<file path="src/hw/acc_cpu_pkg.sv">
`default_nettype none

package acc_cpu_pkg;

    localparam int WORD_W    = 16; // Data and instruction word
    localparam int OPERAND_W = 12; // Low field of an instruction

    typedef logic [WORD_W-1:0] word_t;

    // Instruction opcodes, top four bits of the word
    typedef enum logic [3:0] {
        OP_ADD     = 4'd0,
        OP_HALT    = 4'd1,
        OP_LOAD    = 4'd2,
        OP_STORE   = 4'd3,
        OP_CLEAR   = 4'd4,
        OP_SKIP    = 4'd5,
        OP_JUMP    = 4'd6,
        OP_SUB     = 4'd7,
        OP_AND     = 4'd8,
        OP_OR      = 4'd9,
        OP_XOR     = 4'd10,
        OP_SHL     = 4'd11,
        OP_SHR     = 4'd12,
        OP_ROL     = 4'd13,
        OP_ROR     = 4'd14,
        OP_ILLEGAL = 4'd15
    } isa_op_e;

    typedef enum logic [3:0] {
        ALU_PASS_ACC, ALU_ZERO, ALU_PASS_MEM,
        ALU_ADD, ALU_SUB, ALU_AND, ALU_OR, ALU_XOR,
        ALU_NOR, ALU_NAND, // Not reached by the ISA
        ALU_SHL, ALU_SHR, ALU_ROL, ALU_ROR
    } alu_op_e;

    typedef enum logic [1:0] {
        SKIP_NEG,  // Operand 0
        SKIP_ZERO, // Operand 2
        SKIP_POS,  // Operand 4
        SKIP_NONE  // Anything else, never taken
    } skip_cond_e;

    typedef enum logic [2:0] {
        ST_IDLE, ST_FETCH, ST_DECODE, ST_OPERAND, ST_EXECUTE, ST_HALTED
    } cpu_state_e;

    typedef struct packed {
        logic    ir_we;
        logic    pc_we;
        logic    mar_we;
        logic    mbr_we;
        logic    acc_we;
        logic    dmem_we;
        logic    pc_jump;  // Operand replaces the incremented PC
        logic    pc_skip;  // Second increment of a taken skip
        alu_op_e alu_op;
    } ctrl_t;

    typedef struct packed {
        isa_op_e              opcode;
        logic [OPERAND_W-1:0] operand;
        logic                 cond_met; // Skip test from the ALU
    } dp_status_t;

endpackage

`default_nettype wire

</file>
<file path="src/hw/word_memory.sv">
`timescale 1ns/1ps
`default_nettype none

module word_memory #(
    parameter int ADDR_W = 8
) (
    input  logic               clock,
    input  logic [ADDR_W-1:0]  addr,
    input  logic               we,
    input  acc_cpu_pkg::word_t wdata,
    output acc_cpu_pkg::word_t rdata
);

    localparam int DEPTH = 2 ** ADDR_W; // Word addressed

    acc_cpu_pkg::word_t mem [DEPTH];

    always_ff @(posedge clock) begin
        if (we) begin
            mem[addr] <= wdata;
        end
        rdata <= mem[addr]; // Old data on a same-cycle write
    end

endmodule

`default_nettype wire

</file>
<file path="config.mk">
export PLATFORM = sky130hd
export DESIGN_NAME = word_memory
export DESIGN_NICKNAME = d
export VERILOG_FILES = /design/src/hw/acc_cpu_pkg.sv /design/src/hw/word_memory.sv
export SDC_FILE = /design/constraint.sdc
export NUM_CORES = 2
export LEC_CHECK = 0
export BUFFER_PORTS_ARGS = -buffer_cell sky130_fd_sc_hd__buf_2
export CAP_MARGIN = 30
export CORE_MARGIN = 1
export CORE_UTILIZATION = 40
export CTS_CLUSTER_SIZE = 12
export DETAILED_ROUTE_END_ITERATION = 7
export SLEW_MARGIN = 20
export SYNTH_ARGS = -nofsm -noshare
export SYNTH_HDL_FRONTEND = slang
export SYNTH_SLANG_ARGS = --single-unit
</file>
<file path="constraint.sdc">
create_clock -name clock -period 7.2 [get_ports clock]
set_input_delay 0 -clock clock [delete_from_list [all_inputs] [get_ports clock]]
set_output_delay 0 -clock clock [all_outputs]
set_load 0.01 [all_outputs]
</file>
==> flow_metrics.env <==
export IMPL_finalWorstSetupSlack_ps=3780
export IMPL_cellLeakagePower_nw=54.1
export IMPL_hold_viol=0
export IMPL_grt_setup_unrepaired="false"
export IMPL_path_clk_slew_ps=60
export IMPL_ant_nets=0
export IMPL_cts_hold_repair_buffers=20
export IMPL_drt_pass1_iterations=7
export IMPL_worst_path_largest_cell_delay_ps=810
export IMPL_synth_seq_area_share_pct=79.4
export IMPL_worst_path_arrival_time_ps=4310
export IMPL_required_ps=8090
export IMPL_cts_max_level=5
export IMPL_grt_start_max_net_pins=200
export IMPL_cts_sinks=4112
export IMPL_setup_viol_count_final=0
export IMPL_grt_antenna_before_repair=21
export IMPL_ctsLongestPathBuffers=4
export IMPL_post_place_ws_ps=2690
export IMPL_grt_total_usage_pct=21.0
export IMPL_timing_max_transition_violations_final=0
export IMPL_synth_area_um2=155000
export IMPL_path_cells="dlygate4sd3_1, buf_2, nor2b_4, buf_12, buf_4, a22oi_1, a21oi_1, o41ai_2, buf_6, nand4_1"
export IMPL_first_global_vias=75400
export IMPL_crit_path_max_fanout=87
export IMPL_period_utilization_pct=47.5
export IMPL_wl_per_cell_um=32.8
export IMPL_chipHeight_um=625
export IMPL_synthDistinctLibCells=22
export IMPL_power_density_nw_per_um2=274
export IMPL_post_synth_cell_area_avg_um2=23.1
export IMPL_p_clk_share_pct=40.8
export IMPL_run_status="completed"
export IMPL_timing_slew_headroom_pct=22.6
export IMPL_setup_reg_to_reg_worst_slack_ps=4310
export IMPL_layout_filler_cells=31700
export IMPL_cp_start_kind="input pin"
export IMPL_grt_first_pass_wirelength_um=586000
export IMPL_synthesis_nets=6753
export IMPL_worstRegToRegCells=5
export IMPL_max_slew_worst_pin_slew_ps=1160
export IMPL_finClkSkew_ps=44.3
export IMPL_netSwitchingPower_mw=10.4
export IMPL_rr_startpoint="mem[111][14]$_DFFE_PP_"
export IMPL_max_vdd_ir_drop_uv=204
export IMPL_finish_net_count=7225
export IMPL_placementRows=228
export IMPL_die_x_um=625
export IMPL_vias=74900
export IMPL_tritoncts="done"
export IMPL_timing_worst_setup_path_type="in -> reg"
export IMPL_overflow_left_after_global_routing=0
export IMPL_combPwrFrac_pct=4.7
export IMPL_fin_setup_tns_ps=0
export IMPL_place_congestion=0.798
export IMPL_cts_buffers=416
export IMPL_area_delta_synth_final_pct=14.2
export IMPL_endpoint="rdata[11]$_DFF_P_"
export IMPL_ys_seq_elements=4112
export IMPL_cts_setup_buffers=0
export IMPL_fmax_mhz=292
export IMPL_multi_input_area_um2=31100
export IMPL_dieArea_um2=391000
export IMPL_dpl_hpwl_um=233000
export IMPL_regToRegEndpoint="rdata[14]$_DFF_P_"
export IMPL_finalWorstPathRequiredPeriod_ps=3420
export IMPL_io_buffer_count=41
export IMPL_detail_route_drc_violations=0
export IMPL_finalWirelength_um=415000
export IMPL_power_sequential_fraction_pct=54.5
export IMPL_coreArea_um2=386000
export IMPL_post_drt_via_cell_ratio=5.91
export IMPL_number_of_warnings_issued_by_yosys=0
export IMPL_cts_repair_resized=0
export IMPL_cts_root_buf="sky130_fd_sc_hd__clkbuf_16"
export IMPL_cpMaxStageDelayCell="sky130_fd_sc_hd__buf_4"
export IMPL_start_util_pct=40.2
export IMPL_syn_instance_count=6727
export IMPL_io_pins=42
export IMPL_cell_internal_pwr_mw=38.2
export IMPL_fraction_of_power_spent_switching_nets_pct=21.5
export IMPL_startpoint="addr[2]"
export IMPL_layout_area_seq_um2=123000
export IMPL_clock_latency_ps=990
export IMPL_totalPowerFinal_mw=48.6
export IMPL_layout_drive_gt1_share_pct=28.4
export IMPL_min_delay_path_class="in -> reg"
export IMPL_max_cap_violations=0
export IMPL_dr_first_iter_drc_count=9229
export IMPL_setup_worst_path_end_class="flop"
[cells in the final DEF (no fill, tap or decap), types with 20 or more instances in the layout]
cell                            count
sky130_fd_sc_hd__nand2_1           24
sky130_fd_sc_hd__o41ai_2           44
sky130_fd_sc_hd__a22oi_1          512
sky130_fd_sc_hd__mux4_2          1024
sky130_fd_sc_hd__nor3_2            23
sky130_fd_sc_hd__clkbuf_1         124
sky130_fd_sc_hd__clkbuf_16        421
sky130_fd_sc_hd__buf_4            348
sky130_fd_sc_hd__clkinv_2          34
sky130_fd_sc_hd__dlygate4sd3_1     20
sky130_fd_sc_hd__nor2_2            30
sky130_fd_sc_hd__buf_2             25
sky130_fd_sc_hd__buf_8             26
sky130_fd_sc_hd__nor2_1           197
sky130_fd_sc_hd__a21oi_1          256
sky130_fd_sc_hd__clkinv_1          67
sky130_fd_sc_hd__edfxtp_1        4096
sky130_fd_sc_hd__buf_12            34
[logic make-up (layout without fill, tap and decap cells)]
group / Yosys count / count (layout) / synth area share, %
compound gates: 832 / 832 / 3.66
buf+inv: 421 / 1164 / 1.24
flops: 4112 / 4112 / 79.4
mux: 1024 / 1024 / 14.8
other cells: 0 / 15 / 0
simple gates: 338 / 338 / 0.907
[stage by stage]
stage | instance area [µm²] | hold slack (ps) | instances | utilization [%]
after floorplan | 155000 | 98.9 | 6727 | -
after global placement | 164000 | 445 | 11900 | 42.5
after detailed placement | 165000 | 460 | 11900 | 42.7
after CTS | 177000 | 11.2 | 12600 | 45.9
after global routing | 178000 | 62.7 | 12600 | 46.0
final | 178000 | 62.6 | 12700 | 46.0
[synthesized netlist by cell type, drive strengths merged]
library cell     n  area, µm²
dfxtp           16        320
nor2b            7       43.8
mux4          1024      23100
and2             3       18.8
buf            171        985
nand2b           6       37.5
nand3           13       65.1
o41ai           64        561
clkbuf         249        935
nor2           232        871
a22oi          512       3840
a21oi          256       1280
nor3            30        150
inv              1       3.75
or3              1       6.26
edfxtp        4096     123000
or2              2       12.5
nand2           28        105
nand4           16        100
[power groups by stage]
stage          clock network [mW]  logic, mW  registers (mW)
6_report                     19.8       2.28            26.5
5_1_grt                      21.0       2.39            26.4
4_1_cts                      20.2       2.29            26.5
3_5_place_dp                    0       2.28            27.0
3_3_place_gp                    0       2.22            27.0
2_1_floorplan                   0       1.13            26.9
[worst max-delay path, delay by kind of cell]
family / cells / cell delay [ps]
buffers and inverters: 5 / 2210
AO/OA/AOI/OAI: 3 / 1190
AND/OR/NAND/NOR: 2 / 660
[registers in the layout (all words and copies together), names as in the netlist]
register and count:
mem 4096, rdata 16
[worst min path at each step]
stage          cells past startpoint                    end     start  slack (ps)
5_1_grt                            3  mem[146][4]$_DFFE_PP_   addr[3]          60
6_report                           3  mem[146][4]$_DFFE_PP_   addr[3]          60
4_1_cts                            3  mem[146][4]$_DFFE_PP_   addr[3]          10
3_3_place_gp                       1  mem[194][2]$_DFFE_PP_  wdata[2]         450
2_1_floorplan                      0    mem[0][0]$_DFFE_PP_  wdata[0]         100
3_5_place_dp                       1  mem[195][2]$_DFFE_PP_  wdata[2]         460
[cell type report]
| type | instances | share of cell area (%) |
|---|---|---|
| Inverter | 1 | 0.00211 |
| Antenna cell | 15 | 0.0211 |
| Clock buffer | 554 | 6.27 |
| Multi-Input combinational cell | 2194 | 17.5 |
| Timing Repair Buffer | 474 | 2.47 |
| Sequential cell | 4112 | 69.5 |
| Clock inverter | 135 | 0.594 |
| Tap cell | 5175 | 3.65 |
[per-layer routing]
metal  GRT usage, %  part of all wire [%]  vias to the layer above
li1               -                     -                    30000
met1           29.4                    40                    40900
met2           34.2                    49                     3402
met3           3.49                   8.0                      583
met4           6.01                   3.1                        8
met5              0                 0.011                        -
Note: power is estimated with default switching activity, not from simulation.
