==> config.mk <==
export PLATFORM = sky130hd
export DESIGN_NAME = acc_datapath
export DESIGN_NICKNAME = d
export VERILOG_FILES = /design/src/hw/acc_cpu_pkg.sv /design/src/hw/acc_alu.sv /design/src/hw/acc_datapath.sv
export SDC_FILE = /design/constraint.sdc
export NUM_CORES = 1
export LEC_CHECK = 0
export BUFFER_PORTS_ARGS = -buffer_cell sky130_fd_sc_hd__buf_2
export CORE_MARGIN = 10
export CORE_UTILIZATION = 50
export DETAILED_ROUTE_END_ITERATION = 7
export HOLD_SLACK_MARGIN = 0.12
export PLACE_DENSITY_LB_ADDON = 0.3
export SLEW_MARGIN = 20
export SYNTH_ARGS = -nofsm -noshare
export SYNTH_HDL_FRONTEND = slang
export SYNTH_SLANG_ARGS = --single-unit
==> constraint.sdc <==
create_clock -name clock -period 2.9 [get_ports clock]
set_input_delay 0.725 -clock clock [delete_from_list [all_inputs] [get_ports clock]]
set_output_delay 0.725 -clock clock [all_outputs]
set_load 0.005 [all_outputs]
==> src/hw/acc_cpu_pkg.sv <==
`default_nettype none

package acc_cpu_pkg;

    localparam int WORD_W    = 16; // Data and instruction word
    localparam int OPERAND_W = 12; // Low field of an instruction

    typedef logic [WORD_W-1:0] word_t;

    // Instruction opcodes, top four bits of the word
    typedef enum logic [3:0] {
        OP_ADD     = 4'd0,
        OP_HALT    = 4'd1,
        OP_LOAD    = 4'd2,
        OP_STORE   = 4'd3,
        OP_CLEAR   = 4'd4,
        OP_SKIP    = 4'd5,
        OP_JUMP    = 4'd6,
        OP_SUB     = 4'd7,
        OP_AND     = 4'd8,
        OP_OR      = 4'd9,
        OP_XOR     = 4'd10,
        OP_SHL     = 4'd11,
        OP_SHR     = 4'd12,
        OP_ROL     = 4'd13,
        OP_ROR     = 4'd14,
        OP_ILLEGAL = 4'd15
    } isa_op_e;

    typedef enum logic [3:0] {
        ALU_PASS_ACC, ALU_ZERO, ALU_PASS_MEM,
        ALU_ADD, ALU_SUB, ALU_AND, ALU_OR, ALU_XOR,
        ALU_NOR, ALU_NAND, // Not reached by the ISA
        ALU_SHL, ALU_SHR, ALU_ROL, ALU_ROR
    } alu_op_e;

    typedef enum logic [1:0] {
        SKIP_NEG,  // Operand 0
        SKIP_ZERO, // Operand 2
        SKIP_POS,  // Operand 4
        SKIP_NONE  // Anything else, never taken
    } skip_cond_e;

    typedef enum logic [2:0] {
        ST_IDLE, ST_FETCH, ST_DECODE, ST_OPERAND, ST_EXECUTE, ST_HALTED
    } cpu_state_e;

    typedef struct packed {
        logic    ir_we;
        logic    pc_we;
        logic    mar_we;
        logic    mbr_we;
        logic    acc_we;
        logic    dmem_we;
        logic    pc_jump;  // Operand replaces the incremented PC
        logic    pc_skip;  // Second increment of a taken skip
        alu_op_e alu_op;
    } ctrl_t;

    typedef struct packed {
        isa_op_e              opcode;
        logic [OPERAND_W-1:0] operand;
        logic                 cond_met; // Skip test from the ALU
    } dp_status_t;

endpackage

`default_nettype wire

==> src/hw/acc_alu.sv <==
`timescale 1ns/1ps
`default_nettype none

module acc_alu (
    input  acc_cpu_pkg::alu_op_e    op,
    input  acc_cpu_pkg::word_t      acc_val,
    input  acc_cpu_pkg::word_t      mem_val,
    input  acc_cpu_pkg::skip_cond_e skip_cond,
    output acc_cpu_pkg::word_t      result,
    output logic                    cond_met
);

    logic acc_neg;
    logic acc_zero;

    assign acc_neg  = acc_val[acc_cpu_pkg::WORD_W-1]; // Signed test on the top bit
    assign acc_zero = (acc_val == '0);

    always_comb begin
        case (op)
            acc_cpu_pkg::ALU_PASS_ACC: result = acc_val;
            acc_cpu_pkg::ALU_ZERO:     result = '0;        // CLEAR
            acc_cpu_pkg::ALU_PASS_MEM: result = mem_val;   // LOAD
            acc_cpu_pkg::ALU_ADD:      result = acc_val + mem_val; // Wraps at 16 bits
            acc_cpu_pkg::ALU_SUB:      result = acc_val - mem_val;
            acc_cpu_pkg::ALU_AND:      result = acc_val & mem_val;
            acc_cpu_pkg::ALU_OR:       result = acc_val | mem_val;
            acc_cpu_pkg::ALU_XOR:      result = acc_val ^ mem_val;
            acc_cpu_pkg::ALU_NOR:      result = ~(acc_val | mem_val);
            acc_cpu_pkg::ALU_NAND:     result = ~(acc_val & mem_val);
            acc_cpu_pkg::ALU_SHL:      result = {acc_val[14:0], 1'b0};
            acc_cpu_pkg::ALU_SHR:      result = {1'b0, acc_val[15:1]}; // Logical shift
            acc_cpu_pkg::ALU_ROL:      result = {acc_val[14:0], acc_val[15]};
            acc_cpu_pkg::ALU_ROR:      result = {acc_val[0], acc_val[15:1]};
            default:                   result = acc_val;
        endcase
    end

    // Skip test looks only at the accumulator
    always_comb begin
        case (skip_cond)
            acc_cpu_pkg::SKIP_NEG:  cond_met = acc_neg;
            acc_cpu_pkg::SKIP_ZERO: cond_met = acc_zero;
            acc_cpu_pkg::SKIP_POS:  cond_met = !acc_neg && !acc_zero; // Strictly positive
            default:                cond_met = 1'b0;
        endcase
    end

    // The control FSM must only ever hand over a listed operation
    always_comb begin
        assert #0 (op inside {[acc_cpu_pkg::ALU_PASS_ACC : acc_cpu_pkg::ALU_ROR]});
    end

endmodule

`default_nettype wire

==> src/hw/acc_datapath.sv <==
`timescale 1ns/1ps
`default_nettype none

module acc_datapath #(
    parameter int ADDR_W = 8
) (
    input  logic                    clock,
    input  logic                    reset,
    input  acc_cpu_pkg::ctrl_t      ctrl,
    input  acc_cpu_pkg::skip_cond_e skip_cond,
    input  acc_cpu_pkg::word_t      imem_data,
    input  acc_cpu_pkg::word_t      dmem_data,
    output logic [ADDR_W-1:0]       pc,
    output logic [ADDR_W-1:0]       mar,
    output acc_cpu_pkg::word_t      acc,
    output acc_cpu_pkg::dp_status_t status
);

    acc_cpu_pkg::word_t ir_q;
    acc_cpu_pkg::word_t mbr_q;
    acc_cpu_pkg::word_t mem_val;
    acc_cpu_pkg::word_t alu_result;
    logic [ADDR_W-1:0]  mar_q;
    logic [ADDR_W-1:0]  operand_addr;
    logic [ADDR_W-1:0]  pc_next;
    logic               cond_met;

    assign operand_addr = ir_q[ADDR_W-1:0]; // Operand cut to the memory depth

    // Jump target or one more word, PC wraps at the memory size
    assign pc_next = ctrl.pc_jump ? operand_addr : pc + ADDR_W'(1);

    // Address goes to the data memory in the cycle the MAR loads
    assign mar = ctrl.mar_we ? operand_addr : mar_q;

    // Same bypass on the MBR so the ALU sees this cycle's read
    assign mem_val = ctrl.mbr_we ? dmem_data : mbr_q;

    always_ff @(posedge clock or posedge reset) begin
        if (reset) begin
            pc    <= '0;
            ir_q  <= '0;
            mar_q <= '0;
            mbr_q <= '0;
            acc   <= '0;
        end else begin
            if (ctrl.pc_we || ctrl.pc_skip) begin // Skip adds on top of the decode step
                pc <= pc_next;
            end
            if (ctrl.ir_we) begin
                ir_q <= imem_data;
            end
            if (ctrl.mar_we) begin
                mar_q <= operand_addr;
            end
            if (ctrl.mbr_we) begin
                mbr_q <= dmem_data;
            end
            if (ctrl.acc_we) begin
                acc <= alu_result;
            end
        end
    end

    acc_alu u_alu (
        .op        (ctrl.alu_op),
        .acc_val   (acc),
        .mem_val   (mem_val),
        .skip_cond (skip_cond),
        .result    (alu_result),
        .cond_met  (cond_met)
    );

    assign status = '{
        opcode:   acc_cpu_pkg::isa_op_e'(ir_q[15:12]),
        operand:  ir_q[acc_cpu_pkg::OPERAND_W-1:0],
        cond_met: cond_met
    };

endmodule

`default_nettype wire

==> impl_metrics.ini <==
[outcome]
outcome = finished with violations
violations = negative setup slack

[clock_network]
clock_latency_ns = 0.37
h-tree-depth = 3
clockBufferDepth = 2
cts_sinks = 64
cts_root_buf = clkbuf_8
cts_tree = built
cts_buffers = 9
clk_pin_slew_ns = 0.09

[detailed_routing]
ant_nets = 0
via_per_inst = 6.32
vias = 5934
drc = 0
drtIter0Drc = 661
drt-total-wl_mm = 20.6
wire_per_inst_um = 22.0
first_pass_iters = 6

[timing]
worstMarginPinSlew_ns = 0.723
fin_crit_ns = 3.30
setup_viol = 11
slew_headroom_pct = 51.8
finalHoldViolations = 0
whs_ns = 0.468
fin_crit_sh_pct = 114
fin_ws_ns = -0.398
fmax_mhz = 303
fin_worst_skew_ns = 0.0197
tns_ns = -2.26
slew_viol_final = 0
rsz0062_at_grt = true

[worst_setup_path]
cpPeakStageDelay_ns = 0.36
rrSetupSlack_ns = -0.21
worst_setup_path_start_kind = primary input
crit_chain = buf_12 -> buf_12 -> mux2i_4 -> nand3_4 -> buf_6 -> nor2_4 -> a21oi_2 -> xnor2_1 -> ha_1 -> a21oi_1 -> o21ai_1 -> o21ai_2 -> nand2b_1 -> a21oi_2 -> xnor2_1 -> a221o_1
worst_ep_arrival_time_ns = 3.53
cp_slowest_cell = a221o_1
path_class = in2reg
endpoint_kind = flip-flop
r2r_cells = 14
required_ns = 3.13
r2r-start = mbr_q[1]$_DFF_PP0_
worstReg2RegEnd = acc[10]$_DFFE_PP0P_
worstPathMaxFanout = 5

[yosys]
yosys_warnings = 0
synth-compound-area-share_pct = 24.4
synth.distinct_cells = 62
synthAdderAreaFrac_pct = 11.8
synth_xor_area_share_pct = 4.25
synth_top_area_share_pct = 29.9
synth_simple_gate_area_share_pct = 14.2
yosys.area.top_type = dfrtp_1
syn_area_mm2 = 0.00536
synth-seq-cells = 64
avgSynthCellArea_um2 = 8.76
synth_top_family_by_area = compound AO/OA/AOI/OAI gates
synth-edff-count = 0
synthMuxAreaShare_pct = 9.83
yosys-top-cells-area = dfrtp_1 (30%), ha_1 (11%), mux2_2 (5.0%)
synth.top_cells.by_count = dfrtp_1 (64), a21oi_1 (53), ha_1 (49), nand2_1 (47), inv_1 (39)
mappedNetlistNets = 710
async_reset_ff_share_pct = 100
syn_inst = 612
synth_ff_type = dfrtp_1
ys_seq_area_share_pct = 29.9
synth_most_common_cell = dfrtp_1

[layout]
fillerInstances = 731
finalNonFillerCells = 939
drive_above_1_share_pct = 39.9
antennaDiodeCount = 0
register_area_mm2 = 0.00160
multi_input_area_mm2 = 0.00386
finalNetCount = 897
area_growth_pct = 38.9

[hold_path]
hold_class = in2async

[power_and_ir_drop]
p_leak_nw = 3.42
ir_drop_v = 0.000253
power_density_mw_per_mm2 = 608
power_w = 0.00453

[grt]
use_met2_pct = 42.0
grt_max_degree = 40
grt_pass1_wl_mm = 30.9
grt-busiest-layer = met2
grtUsageMet1_pct = 30.7
grt_pass1_vias = 5872
grt_usage_pct = 25.8
antenna_found_initial = 0
overflow = 0
grt_util_met3_pct = 6.47

[place]
gp_congestion = 1.01
dp_hpwl_mm = 14.1
placed_cells = 907
place_ws_ns = -0.768
port-buffer-count = 95

[floorplan]
die_w_um = 124
die-area_mm2 = 0.0153
core_area_mm2 = 0.0104
fp.dieH_um = 124
rows = 37
start_util_pct = 51.7
io_pins = 97

[run]
cap_violations = 0
[power by group]
group | total (W) | switching [W] | internal [W]
clock | 0.000885 | 0.000382 | 0.000503
sequential | 0.00122 | 0.000193 | 0.00103
combinational | 0.00242 | 0.00127 | 0.00115
[sequential cells by signal (all words and copies together) (netlist names)]
register	count
acc	16
mbr_q	16
pc	8
mar_q	8
ir_q	16
[worst max path at each step]
stage / start / endpoint / slack [ns] / cells after the start
finish: ctrl[8] / acc[10]$_DFFE_PP0P_ / -0.40 / 16
global route: ctrl[8] / acc[13]$_DFFE_PP0P_ / -0.49 / 15
CTS: ctrl[8] / acc[14]$_DFFE_PP0P_ / -0.17 / 16
detailed placement: ctrl[8] / acc[10]$_DFFE_PP0P_ / -0.77 / 14
global placement: ctrl[8] / acc[14]$_DFFE_PP0P_ / -0.59 / 15
floorplan: ctrl[8] / acc[10]$_DFFE_PP0P_ / -0.42 / 15
[worst max-delay path: cells and delay by family]
kind,cells,cell delay [ns]
simple gates,3,0.34
fa+ha+maj,1,0.34
mux,1,0.32
xor+xnor,2,0.32
buf+inv,3,0.34
compound gates,6,1.15
[routing by layer]
| metal | part of all wire (%) | wire length, um |
|---|---|---|
| met1 | 37 | 7530 |
| met2 | 46 | 9590 |
| met3 | 11 | 2330 |
| met4 | 5.7 | 1180 |
| met5 | 0 | 0 |
[logic make-up (layout without fill, tap and decap cells)]
kind of cell               after synthesis  after routing
AOI/OAI and AO/OA                      204            204
and+or+nand+nor                        151            151
buffers and inverters                   75            266
DFF                                     64             64
adders and majority gates               50             50
muxes                                   42             42
xor gates and xnor gates                26             26
[area by class of cell]
cell class / instances / area share (%)
clock buffer: 10 / 1.85
clock inverter: 5 / 1.09
inverter: 41 / 2.07
multi-input combinational: 473 / 51.9
sequential: 64 / 21.5
tap: 136 / 2.29
timing repair buffer: 210 / 19.3
[metrics by stage]
| step | utilization, % | area [um2] |
|---|---|---|
| after CTS | 69.1 | 7170 |
| after global routing | 71.8 | 7440 |
| after floorplan | - | 5480 |
| after detailed placement | 64.3 | 6670 |
| after global placement | 64.3 | 6670 |
| final | 71.8 | 7440 |
[cells in the final DEF (no fill, tap or decap), drive strengths merged, types with 8 or more instances in the layout]
cell type | synthesis | routed
buf | 7 | 210
dfrtp | 64 | 64
o21ai | 56 | 56
a21oi | 53 | 53
ha | 49 | 49
nand2 | 47 | 47
inv | 41 | 41
nor2 | 32 | 32
mux2 | 24 | 24
xnor2 | 21 | 21
mux2i | 18 | 18
nand3 | 13 | 13
nor3 | 13 | 13
a22oi | 12 | 12
a22o | 10 | 10
o211ai | 10 | 10
clkbuf | 27 | 10
nand2b | 9 | 9
a31oi | 8 | 8
[what timing repair did]
action / 4_1_cts / 5_1_grt
endpoints found under the setup margin: 11 / 15
hold buffers: 0 / 0
pin swaps: 26 / 42
buffers inserted: 13 / 7
resized for setup: 38 / 39
No activity file was read; power rests on OpenSTA's default activity.
