--- src/hw/acc_cpu_pkg.sv ---
`default_nettype none

package acc_cpu_pkg;

    localparam int WORD_W    = 16; // Data and instruction word
    localparam int OPERAND_W = 12; // Low field of an instruction

    typedef logic [WORD_W-1:0] word_t;

    // Instruction opcodes, top four bits of the word
    typedef enum logic [3:0] {
        OP_ADD     = 4'd0,
        OP_HALT    = 4'd1,
        OP_LOAD    = 4'd2,
        OP_STORE   = 4'd3,
        OP_CLEAR   = 4'd4,
        OP_SKIP    = 4'd5,
        OP_JUMP    = 4'd6,
        OP_SUB     = 4'd7,
        OP_AND     = 4'd8,
        OP_OR      = 4'd9,
        OP_XOR     = 4'd10,
        OP_SHL     = 4'd11,
        OP_SHR     = 4'd12,
        OP_ROL     = 4'd13,
        OP_ROR     = 4'd14,
        OP_ILLEGAL = 4'd15
    } isa_op_e;

    typedef enum logic [3:0] {
        ALU_PASS_ACC, ALU_ZERO, ALU_PASS_MEM,
        ALU_ADD, ALU_SUB, ALU_AND, ALU_OR, ALU_XOR,
        ALU_NOR, ALU_NAND, // Not reached by the ISA
        ALU_SHL, ALU_SHR, ALU_ROL, ALU_ROR
    } alu_op_e;

    typedef enum logic [1:0] {
        SKIP_NEG,  // Operand 0
        SKIP_ZERO, // Operand 2
        SKIP_POS,  // Operand 4
        SKIP_NONE  // Anything else, never taken
    } skip_cond_e;

    typedef enum logic [2:0] {
        ST_IDLE, ST_FETCH, ST_DECODE, ST_OPERAND, ST_EXECUTE, ST_HALTED
    } cpu_state_e;

    typedef struct packed {
        logic    ir_we;
        logic    pc_we;
        logic    mar_we;
        logic    mbr_we;
        logic    acc_we;
        logic    dmem_we;
        logic    pc_jump;  // Operand replaces the incremented PC
        logic    pc_skip;  // Second increment of a taken skip
        alu_op_e alu_op;
    } ctrl_t;

    typedef struct packed {
        isa_op_e              opcode;
        logic [OPERAND_W-1:0] operand;
        logic                 cond_met; // Skip test from the ALU
    } dp_status_t;

endpackage

`default_nettype wire

--- src/hw/acc_control.sv ---
`timescale 1ns/1ps
`default_nettype none

module acc_control (
    input  logic                    clock,
    input  logic                    reset,
    input  logic                    run,
    input  acc_cpu_pkg::dp_status_t status,
    output acc_cpu_pkg::ctrl_t      ctrl,
    output acc_cpu_pkg::skip_cond_e skip_cond,
    output logic                    store_valid,
    output logic                    halted,
    output logic                    illegal
);

    acc_cpu_pkg::cpu_state_e state;
    acc_cpu_pkg::cpu_state_e state_next;
    logic                    in_execute;
    logic                    stop_op;

    assign in_execute = (state == acc_cpu_pkg::ST_EXECUTE);
    assign stop_op    = (status.opcode == acc_cpu_pkg::OP_HALT) ||
                        (status.opcode == acc_cpu_pkg::OP_ILLEGAL);

    always_comb begin
        state_next = state;
        case (state)
            acc_cpu_pkg::ST_IDLE:    if (run) state_next = acc_cpu_pkg::ST_FETCH;
            acc_cpu_pkg::ST_FETCH:   state_next = acc_cpu_pkg::ST_DECODE;
            acc_cpu_pkg::ST_DECODE:  state_next = acc_cpu_pkg::ST_OPERAND;
            acc_cpu_pkg::ST_OPERAND: state_next = acc_cpu_pkg::ST_EXECUTE;
            acc_cpu_pkg::ST_EXECUTE: begin
                state_next = stop_op ? acc_cpu_pkg::ST_HALTED : acc_cpu_pkg::ST_FETCH;
            end
            acc_cpu_pkg::ST_HALTED:  state_next = acc_cpu_pkg::ST_HALTED; // Until reset
            default:                 state_next = acc_cpu_pkg::ST_IDLE;
        endcase
    end

    always_ff @(posedge clock or posedge reset) begin
        if (reset) begin
            state   <= acc_cpu_pkg::ST_IDLE;
            illegal <= 1'b0;
        end else begin
            state <= state_next;
            if (in_execute && status.opcode == acc_cpu_pkg::OP_ILLEGAL) begin
                illegal <= 1'b1; // Rises together with halted
            end
        end
    end

    // Condition code sits in the operand field of SKIP
    always_comb begin
        case (status.operand)
            12'd0:   skip_cond = acc_cpu_pkg::SKIP_NEG;
            12'd2:   skip_cond = acc_cpu_pkg::SKIP_ZERO;
            12'd4:   skip_cond = acc_cpu_pkg::SKIP_POS;
            default: skip_cond = acc_cpu_pkg::SKIP_NONE;
        endcase
    end

    always_comb begin
        ctrl        = '0;
        ctrl.alu_op = acc_cpu_pkg::ALU_PASS_ACC;
        case (state)
            acc_cpu_pkg::ST_DECODE: begin
                ctrl.ir_we = 1'b1; // IR takes the word fetched last cycle
                ctrl.pc_we = 1'b1;
            end
            acc_cpu_pkg::ST_OPERAND: ctrl.mar_we = 1'b1;
            acc_cpu_pkg::ST_EXECUTE: begin
                ctrl.mbr_we = 1'b1;
                ctrl.acc_we = 1'b1; // Cleared below for non-ALU opcodes
                case (status.opcode)
                    acc_cpu_pkg::OP_LOAD:  ctrl.alu_op = acc_cpu_pkg::ALU_PASS_MEM;
                    acc_cpu_pkg::OP_CLEAR: ctrl.alu_op = acc_cpu_pkg::ALU_ZERO;
                    acc_cpu_pkg::OP_ADD:   ctrl.alu_op = acc_cpu_pkg::ALU_ADD;
                    acc_cpu_pkg::OP_SUB:   ctrl.alu_op = acc_cpu_pkg::ALU_SUB;
                    acc_cpu_pkg::OP_AND:   ctrl.alu_op = acc_cpu_pkg::ALU_AND;
                    acc_cpu_pkg::OP_OR:    ctrl.alu_op = acc_cpu_pkg::ALU_OR;
                    acc_cpu_pkg::OP_XOR:   ctrl.alu_op = acc_cpu_pkg::ALU_XOR;
                    acc_cpu_pkg::OP_SHL:   ctrl.alu_op = acc_cpu_pkg::ALU_SHL;
                    acc_cpu_pkg::OP_SHR:   ctrl.alu_op = acc_cpu_pkg::ALU_SHR;
                    acc_cpu_pkg::OP_ROL:   ctrl.alu_op = acc_cpu_pkg::ALU_ROL;
                    acc_cpu_pkg::OP_ROR:   ctrl.alu_op = acc_cpu_pkg::ALU_ROR;
                    acc_cpu_pkg::OP_STORE: begin
                        ctrl.acc_we  = 1'b0;
                        ctrl.dmem_we = 1'b1; // Accumulator to data memory at the MAR
                    end
                    acc_cpu_pkg::OP_SKIP: begin
                        ctrl.acc_we  = 1'b0;
                        ctrl.pc_skip = status.cond_met; // Taken skip steps over one word
                    end
                    acc_cpu_pkg::OP_JUMP: begin
                        ctrl.acc_we  = 1'b0;
                        ctrl.pc_we   = 1'b1;
                        ctrl.pc_jump = 1'b1;
                    end
                    default: ctrl.acc_we = 1'b0; // HALT and ILLEGAL
                endcase
            end
            default: ; // FETCH only presents the PC
        endcase
    end

    assign store_valid = in_execute && (status.opcode == acc_cpu_pkg::OP_STORE);
    assign halted      = (state == acc_cpu_pkg::ST_HALTED);

    a_state_onehot: assert property (@(posedge clock) disable iff (reset)
        $onehot({state == acc_cpu_pkg::ST_IDLE, state == acc_cpu_pkg::ST_FETCH,
                 state == acc_cpu_pkg::ST_DECODE, state == acc_cpu_pkg::ST_OPERAND,
                 state == acc_cpu_pkg::ST_EXECUTE, state == acc_cpu_pkg::ST_HALTED}));

    a_store_no_acc: assert property (@(posedge clock) disable iff (reset)
        !(ctrl.dmem_we && ctrl.acc_we));

    a_quiet_when_stopped: assert property (@(posedge clock) disable iff (reset)
        (state == acc_cpu_pkg::ST_IDLE || halted) |->
        !(ctrl.ir_we || ctrl.pc_we || ctrl.mar_we || ctrl.mbr_we ||
          ctrl.acc_we || ctrl.dmem_we || ctrl.pc_skip));

endmodule

`default_nettype wire

--- config.mk ---
export PLATFORM = sky130hd
export DESIGN_NAME = acc_control
export DESIGN_NICKNAME = d
export VERILOG_FILES = /design/src/hw/acc_cpu_pkg.sv /design/src/hw/acc_control.sv
export SDC_FILE = /design/constraint.sdc
export NUM_CORES = 1
export LEC_CHECK = 0
export BUFFER_PORTS_ARGS = -buffer_cell sky130_fd_sc_hd__buf_2
export CORE_MARGIN = 2
export CORE_UTILIZATION = 34
export DETAILED_ROUTE_END_ITERATION = 12
export HOLD_SLACK_MARGIN = 0.08
export PLACE_DENSITY = 0.73
export RECOVER_POWER = 100
export SLEW_MARGIN = 10
export SYNTH_ARGS = -nofsm -noshare
export SYNTH_HDL_FRONTEND = slang
export SYNTH_SLANG_ARGS = --single-unit
--- constraint.sdc ---
create_clock -name clock -period 1.15 [get_ports clock]
set_clock_uncertainty 0.15 [all_clocks]
set_input_delay 0.115 -clock clock [delete_from_list [all_inputs] [get_ports clock]]
set_output_delay 0.115 -clock clock [all_outputs]
set_load 0.03 [all_outputs]
==> flow_summary.yaml, run 1 <==
timing:
  tightest_slew_ps: 256
  setup_viol: 19
  max_freq_ghz: 0.602
  period_share_pct: 145
  grt_setup_unrepaired: "true"
  fin_crit_ps: 1660
  maxSlewHeadroom_pct: 82.9
  setup_ws_ps: -512
  tns_ps: -6920
  hold_violations: 0
  slew_viol_final: 0
final_layout:
  diodes: 0
  stdcell_area_sq_um: 1140
  finalNonFillerCells: 139
  drive_above_1_share_pct: 71.8
  nets: 146
  area_growth_pct: 132
yosys:
  synthCells: 63
  synth_edf_count: 0
  synthTopCellsByArea: "dfrtp_1, nor2_1, buf_4"
  yosysMostFrequentCell: "nor2_1"
  ys.flop_type: "dfrtp_1"
  netlist.area_leader.share_pct: 20.4
  ys_async_sr_fraction_pct: 100
  synth_top_area_cell: "dfrtp_1"
  yosys_warnings: 0
  yosysSeqAreaShare_pct: 20.4
  synth-seq-cells: 4
  synthesis.area_sq_um: 492
  syn_area_per_cell_sq_um: 7.81
  yosys.cell_types.count: 33
  synthTopCellsByCount: "nor2_1, nand2_1, dfrtp_1"
  syn_nets: 83
critical_path:
  path_buf_inv: 2
  crit_arrival_ps: 1400
  critical_path_required_ps: 880
  crit_fanout: 5
  path_class: "reg2out"
  cp_slowest_cell: "dfrtp_1"
  start_kind: "flip-flop"
  cp-end-kind: "output pin"
  path_cells: "nor2b_4, nand2_4, buf_4, nor4_4, buf_4"
  cpPeakStageDelay_ps: 360
  crit_family: "simple AND/OR/NAND/NOR gates"
  crit_top_cell: "buf_4"
global_route:
  antenna_found_initial: 0
  grt_max_degree: 9
  grt_pass1_wl_um: 2940
  overflow: 0
  grt_usage_pct: 21.6
  grt_pass1_vias: 689
die:
  io_pins: 37
  core_area_sq_um: 1330
  die_h_um: 42.0
  die_area_sq_um: 1770
  chipWidth_um: 42.0
  initial_core_util_pct: 36.9
  rows: 13
clock_tree:
  htree_levels: 1
  cts_buffer_depth: 2
  clock_sinks: 4
  cts_root_buffer: "clkbuf_4"
  cts_tree: "yes"
  cts.clk_slew.worst_paths_ps: 50
  cts_buffers: 3
  clk-insertion-delay-late_ps: 240
place:
  pre_cts_slack_ps: -289
  dp_cells: 129
  hpwl_um: 1220
  gp_congestion: 0.755
  post_dp_cell_area_sq_um: 887
  port_buffers: 36
drt:
  routed_wl_um: 2140
  antenna_violating_nets_post_route: 0
  via_per_inst: 4.95
  drtIter0Drc: 7
  post_drt_wl_per_cell_um: 15.4
  first_pass_iters: 3
  vias: 688
  drc: 0
flow_run:
  cap_violations: 0
pwr:
  leakage_nw: 0.550
  p_per_area_nw_per_um2: 1520
  ir_worst_vdd_v: 0.00127
  power_w: 0.00174
status:
  violations: "setup timing"
  status: "complete, but fails checks"
hold_path:
  hold_path_class: "in2async"
power by group:
part,internal (W),switching (W),leakage (nW)
Sequential,0.000203,0.0000476,0.0506
Combinational,0.000644,0.000658,0.486
Clock,0.000117,0.0000664,0.0138
stage by stage:
stage                     util (%)  hold slack [ps]
after floorplan                  -             -269
after global placement        66.5             -146
after detailed placement      66.5             -140
after CTS                     81.1              155
after global routing          85.6              190
final                         85.6              168
cells in the final DEF, fill, tap and decap left out, drive strengths merged:
cell type | netlist | layout
nand2 | 8 | 8
dfrtp | 4 | 4
or2b | 1 | 1
a21oi | 3 | 3
nor2 | 7 | 7
nand3b | 2 | 2
o21bai | 1 | 1
or2 | 2 | 2
buf | 6 | 61
nor3 | 1 | 1
a41o | 1 | 1
and4bb | 1 | 1
dlygate4sd3 | 0 | 2
inv | 4 | 4
xnor2 | 2 | 2
or3 | 1 | 1
o21ai | 1 | 1
clkbuf | 0 | 4
nand3 | 3 | 3
nor3b | 1 | 1
a31oi | 1 | 1
nor2b | 2 | 2
nor4 | 4 | 4
o31ai | 1 | 1
nand2b | 3 | 3
a32o | 1 | 1
and3 | 1 | 1
a311oi | 1 | 1
tightest hold or removal path: stages:
cell	delay, ps
dlygate4sd3_1	540
buf_2	120
inv_1	140
flip-flops by register name (all words and copies together), names as in the netlist:
| register | flops |
|---|---|
| state | 3 |
| illegal | 1 |
path summary, 6_finish.rpt:
| path | to | slack (ps) | cells past startpoint | startpoint |
|---|---|---|---|---|
| max in group asynchronous | state[0]$_DFFE_PP0P_ | 510 | 3 | reset |
| min in group clock | illegal$_DFFE_PP0P_ | 220 | 4 | status[14] |
| min reg2reg | illegal$_DFFE_PP0P_ | 350 | 1 | illegal$_DFFE_PP0P_ |
| min | illegal$_DFFE_PP0P_ | 170 | 3 | reset |
| max | store_valid | -510 | 5 | state[2]$_DFFE_PP0P_ |
| max reg2reg | state[2]$_DFFE_PP0P_ | -210 | 5 | state[2]$_DFFE_PP0P_ |
logic make-up after synthesis:
kind of cell,Yosys count,share of synthesized area [%]
compound gates,10,14.2
xor+xnor,2,3.56
buf+inv,10,12.5
flops,4,20.4
simple gates,37,49.4
final cells by class:
type | count | area [sq um]
timing repair buffer | 64 | 519
fill | 60 | 193
tap | 15 | 18.8
clock buffer | 3 | 22.5
multi-input combinational | 49 | 460
sequential | 4 | 100
inverter | 4 | 20.0
timing repair:
item / in CTS / in global routing
resized for setup: 39 / 8
hold endpoints to repair: 5 / 0
pin swaps: 6 / 4
endpoints found under the setup margin: 18 / 19
hold buffers: 2 / 0
buffers inserted: 2 / 3
per-layer routing:
metal  GRT usage (%)  wire (um)  vias to the layer above  part of all wire (%)
met4            3.75         14                        0                  0.65
met1            23.3        864                      326                    40
met3            5.17         66                        2                   3.1
li1                -          -                      342                     -
met2            42.5       1200                       18                    56
met5               0          0                        -                     0
No activity file was read; power rests on OpenSTA's default activity.
==> inputs of run 2 (changes only) <==
GPL_TIMING_DRIVEN = 0   (was unset)
MAX_ROUTING_LAYER = met4   (was unset)
==> run 2 against run 1 <==
  * The flow still finishes with violations (setup timing)
  * Via count is 5.7% lower
  * Sequential cell count did not move
  * Final cell count is 7.9% lower
  * Worst hold slack worse by 26 ps
  * Combinational power shrank 19%
  * First-iteration DRC count down 29%
  * Non-clock buffer count is 11 lower
  * Register-to-register slack improved by 30 ps
  * Wire length is 23% lower
  * Maximum frequency shrank 0.94%
  * Clock power is essentially flat
  * Critical path type unchanged
==> flow_summary.yaml, run 2 (synthesis gave the netlist of run 1 again) <==
flow_run:
  cap_violations: 0
pwr:
  ir_worst_vdd_v: 0.00126
  p_per_area_nw_per_um2: 1480
  leakage_nw: 0.471
  p_clk_share_pct: 12.2
  p_comb_share_pct: 70.2
  p_seq_share_pct: 17.6
  p_int_w: 0.000809
  switchingPower_w: 0.000683
  p_sw_share_pct: 45.8
  power_w: 0.00149
critical_path:
  cp-end-kind: "output pin"
  critical_path_required_ps: 880
  path_cells: "nor2b_4, nand2_4, inv_8, nand2_8, nor3b_4, buf_6"
  cpPeakStageDelay_ps: 420
  r2r_start: "state[1]$_DFFE_PP0P_"
  cp-startpoint: "state[1]$_DFFE_PP0P_"
  crit_arrival_ps: 1410
  crit_family: "simple AND/OR/NAND/NOR gates"
  worstSetupEndpoint: "ctrl[5]"
  ff2ff_path_depth: 5
  r2r-end: "state[2]$_DFFE_PP0P_"
  start_kind: "flip-flop"
  path_buf_inv: 2
  cp_slowest_cell: "dfrtp_2"
  crit_fanout: 5
  r2r_slack_ps: -180
  path_depth: 6
  path_class: "reg2out"
drt:
  wl_met2_um: 877
  via_per_inst: 5.07
  drtIter0Drc: 5
  wl_met3_um: 74
  antenna_violating_nets_post_route: 0
  post_drt_wl_per_cell_um: 12.9
  top_layer: "met4"
  drt-met1-wl_um: 677
  routed_wl_um: 1660
  drc: 0
  first_pass_iters: 4
  vias: 649
status:
  violations: "setup timing"
  status: "complete, but fails checks"
die:
  core_area_sq_um: 1330
  initial_core_util_pct: 36.9
  rows: 13
  chipWidth_um: 42.0
  die_h_um: 42.0
  die_area_sq_um: 1770
  io_pins: 37
final_layout:
  nets: 135
  reg_top3: "state: 3 flops, illegal: 1 flops"
  regMostFlops: "state"
  seqCellArea_sq_um: 103
  drive_above_1_share_pct: 67.3
  multi_input_area_sq_um: 439
  largest_reg_flops: 3
  diodes: 0
  area_growth_pct: 106
  nFillCells: 82
  mostFrequentLayoutCells: "buf_2, buf_4, buf_6, nor2_1, nand2_1"
  mostFrequentLayoutCell: "buf_2"
clock_tree:
  cts_buffers: 3
  cts_tree: "yes"
  clk-insertion-delay-late_ps: 250
  clock_sinks: 4
  cts_buffer_depth: 2
  htree_levels: 1
  cts_root_buffer: "clkbuf_4"
  cts.clk_slew.worst_paths_ps: 40
global_route:
  grt_usage_pct: 20.0
  grt_pass1_vias: 561
  overflow: 0
  grt_max_degree: 11
  antenna_found_initial: 0
  grt_pass1_wl_um: 2620
place:
  port_buffers: 36
  hpwl_um: 1080
  gp_congestion: 0.864
hold_path:
  hold_path_class: "in2async"
timing:
  hold_ws_ps: 142
  slew_viol_final: 0
  period_share_pct: 146
  tns_ps: -6980
  grt_setup_unrepaired: "true"
  maxSlewHeadroom_pct: 82.1
  hold_violations: 0
  max_freq_ghz: 0.596
  tightest_slew_ps: 267
  fin_crit_ps: 1680
  setup_viol: 19
  setup_ws_ps: -527
==> run 2: cell types whose count changed in the layout (fill, tap and decap cells not counted), sizes merged <==
cell    previous run  this run
clkbuf             4         5
buf               61        49
==> run 2: how the worst min path moves through the flow <==
stage | from | end | slack, ps | cells after the start
floorplan | reset | illegal$_DFFE_PP0P_ | -270 | 1
global placement | reset | state[0]$_DFFE_PP0P_ | -150 | 2
detailed placement | reset | state[0]$_DFFE_PP0P_ | -140 | 2
CTS | reset | illegal$_DFFE_PP0P_ | 160 | 3
global route | reset | illegal$_DFFE_PP0P_ | 160 | 3
finish | reset | illegal$_DFFE_PP0P_ | 140 | 3
==> run 2: worst reg2reg max path, stage by stage (launching register included) <==
cell and delay [ps]:
dfrtp_2 420, buf_4 150, or2b_1 230, buf_4 140, nand2_1 50, a32o_1 110
==> run 2: through the flow <==
step | std cells | util (%) | instance area [sq um] | worst slack, ps
after detailed placement | 114 | 57.0 | 761 | -374
after global routing | 128 | 75.8 | 1010 | -603
final | 128 | 75.8 | 1010 | -527
after floorplan | 63 | - | 562 | -487
after global placement | 114 | 57.0 | 761 | -340
after CTS | 125 | 74.1 | 988 | -524
==> run 2: power groups by stage <==
stage               Clock [W]  Combinational [W]  Sequential, W
floorplan                   0           0.000554       0.000306
finish               0.000182            0.00105       0.000262
global placement            0           0.000737       0.000291
global route         0.000204            0.00111       0.000268
detailed placement          0           0.000748       0.000295
CTS                  0.000180            0.00102       0.000257
==> run 2: routing by layer <==
layer  global-route usage, %  vias up
met4                    7.50        0
li1                        -      321
met3                    6.03        4
met5                       -        -
met2                    31.9       22
met1                    23.7      302
==> run 2: repair_timing <==
| item | CTS | global route |
|---|---|---|
| endpoints found under the setup margin | 18 | 19 |
| buffers inserted | 6 | 3 |
| gates resized for setup | 39 | 1 |
| hold buffers | 2 | 0 |
| pin swaps | 4 | 4 |
| endpoints found under the hold margin | 5 | 0 |
==> run 2: layout make-up <==
cell class	instances	share of cell area, %
tap	15	1.86
buffer	6	4.33
inverter	4	2.23
clock buffer	3	2.23
sequential	4	10.1
timing repair buffer	47	35.8
multi-input combinational	49	43.4
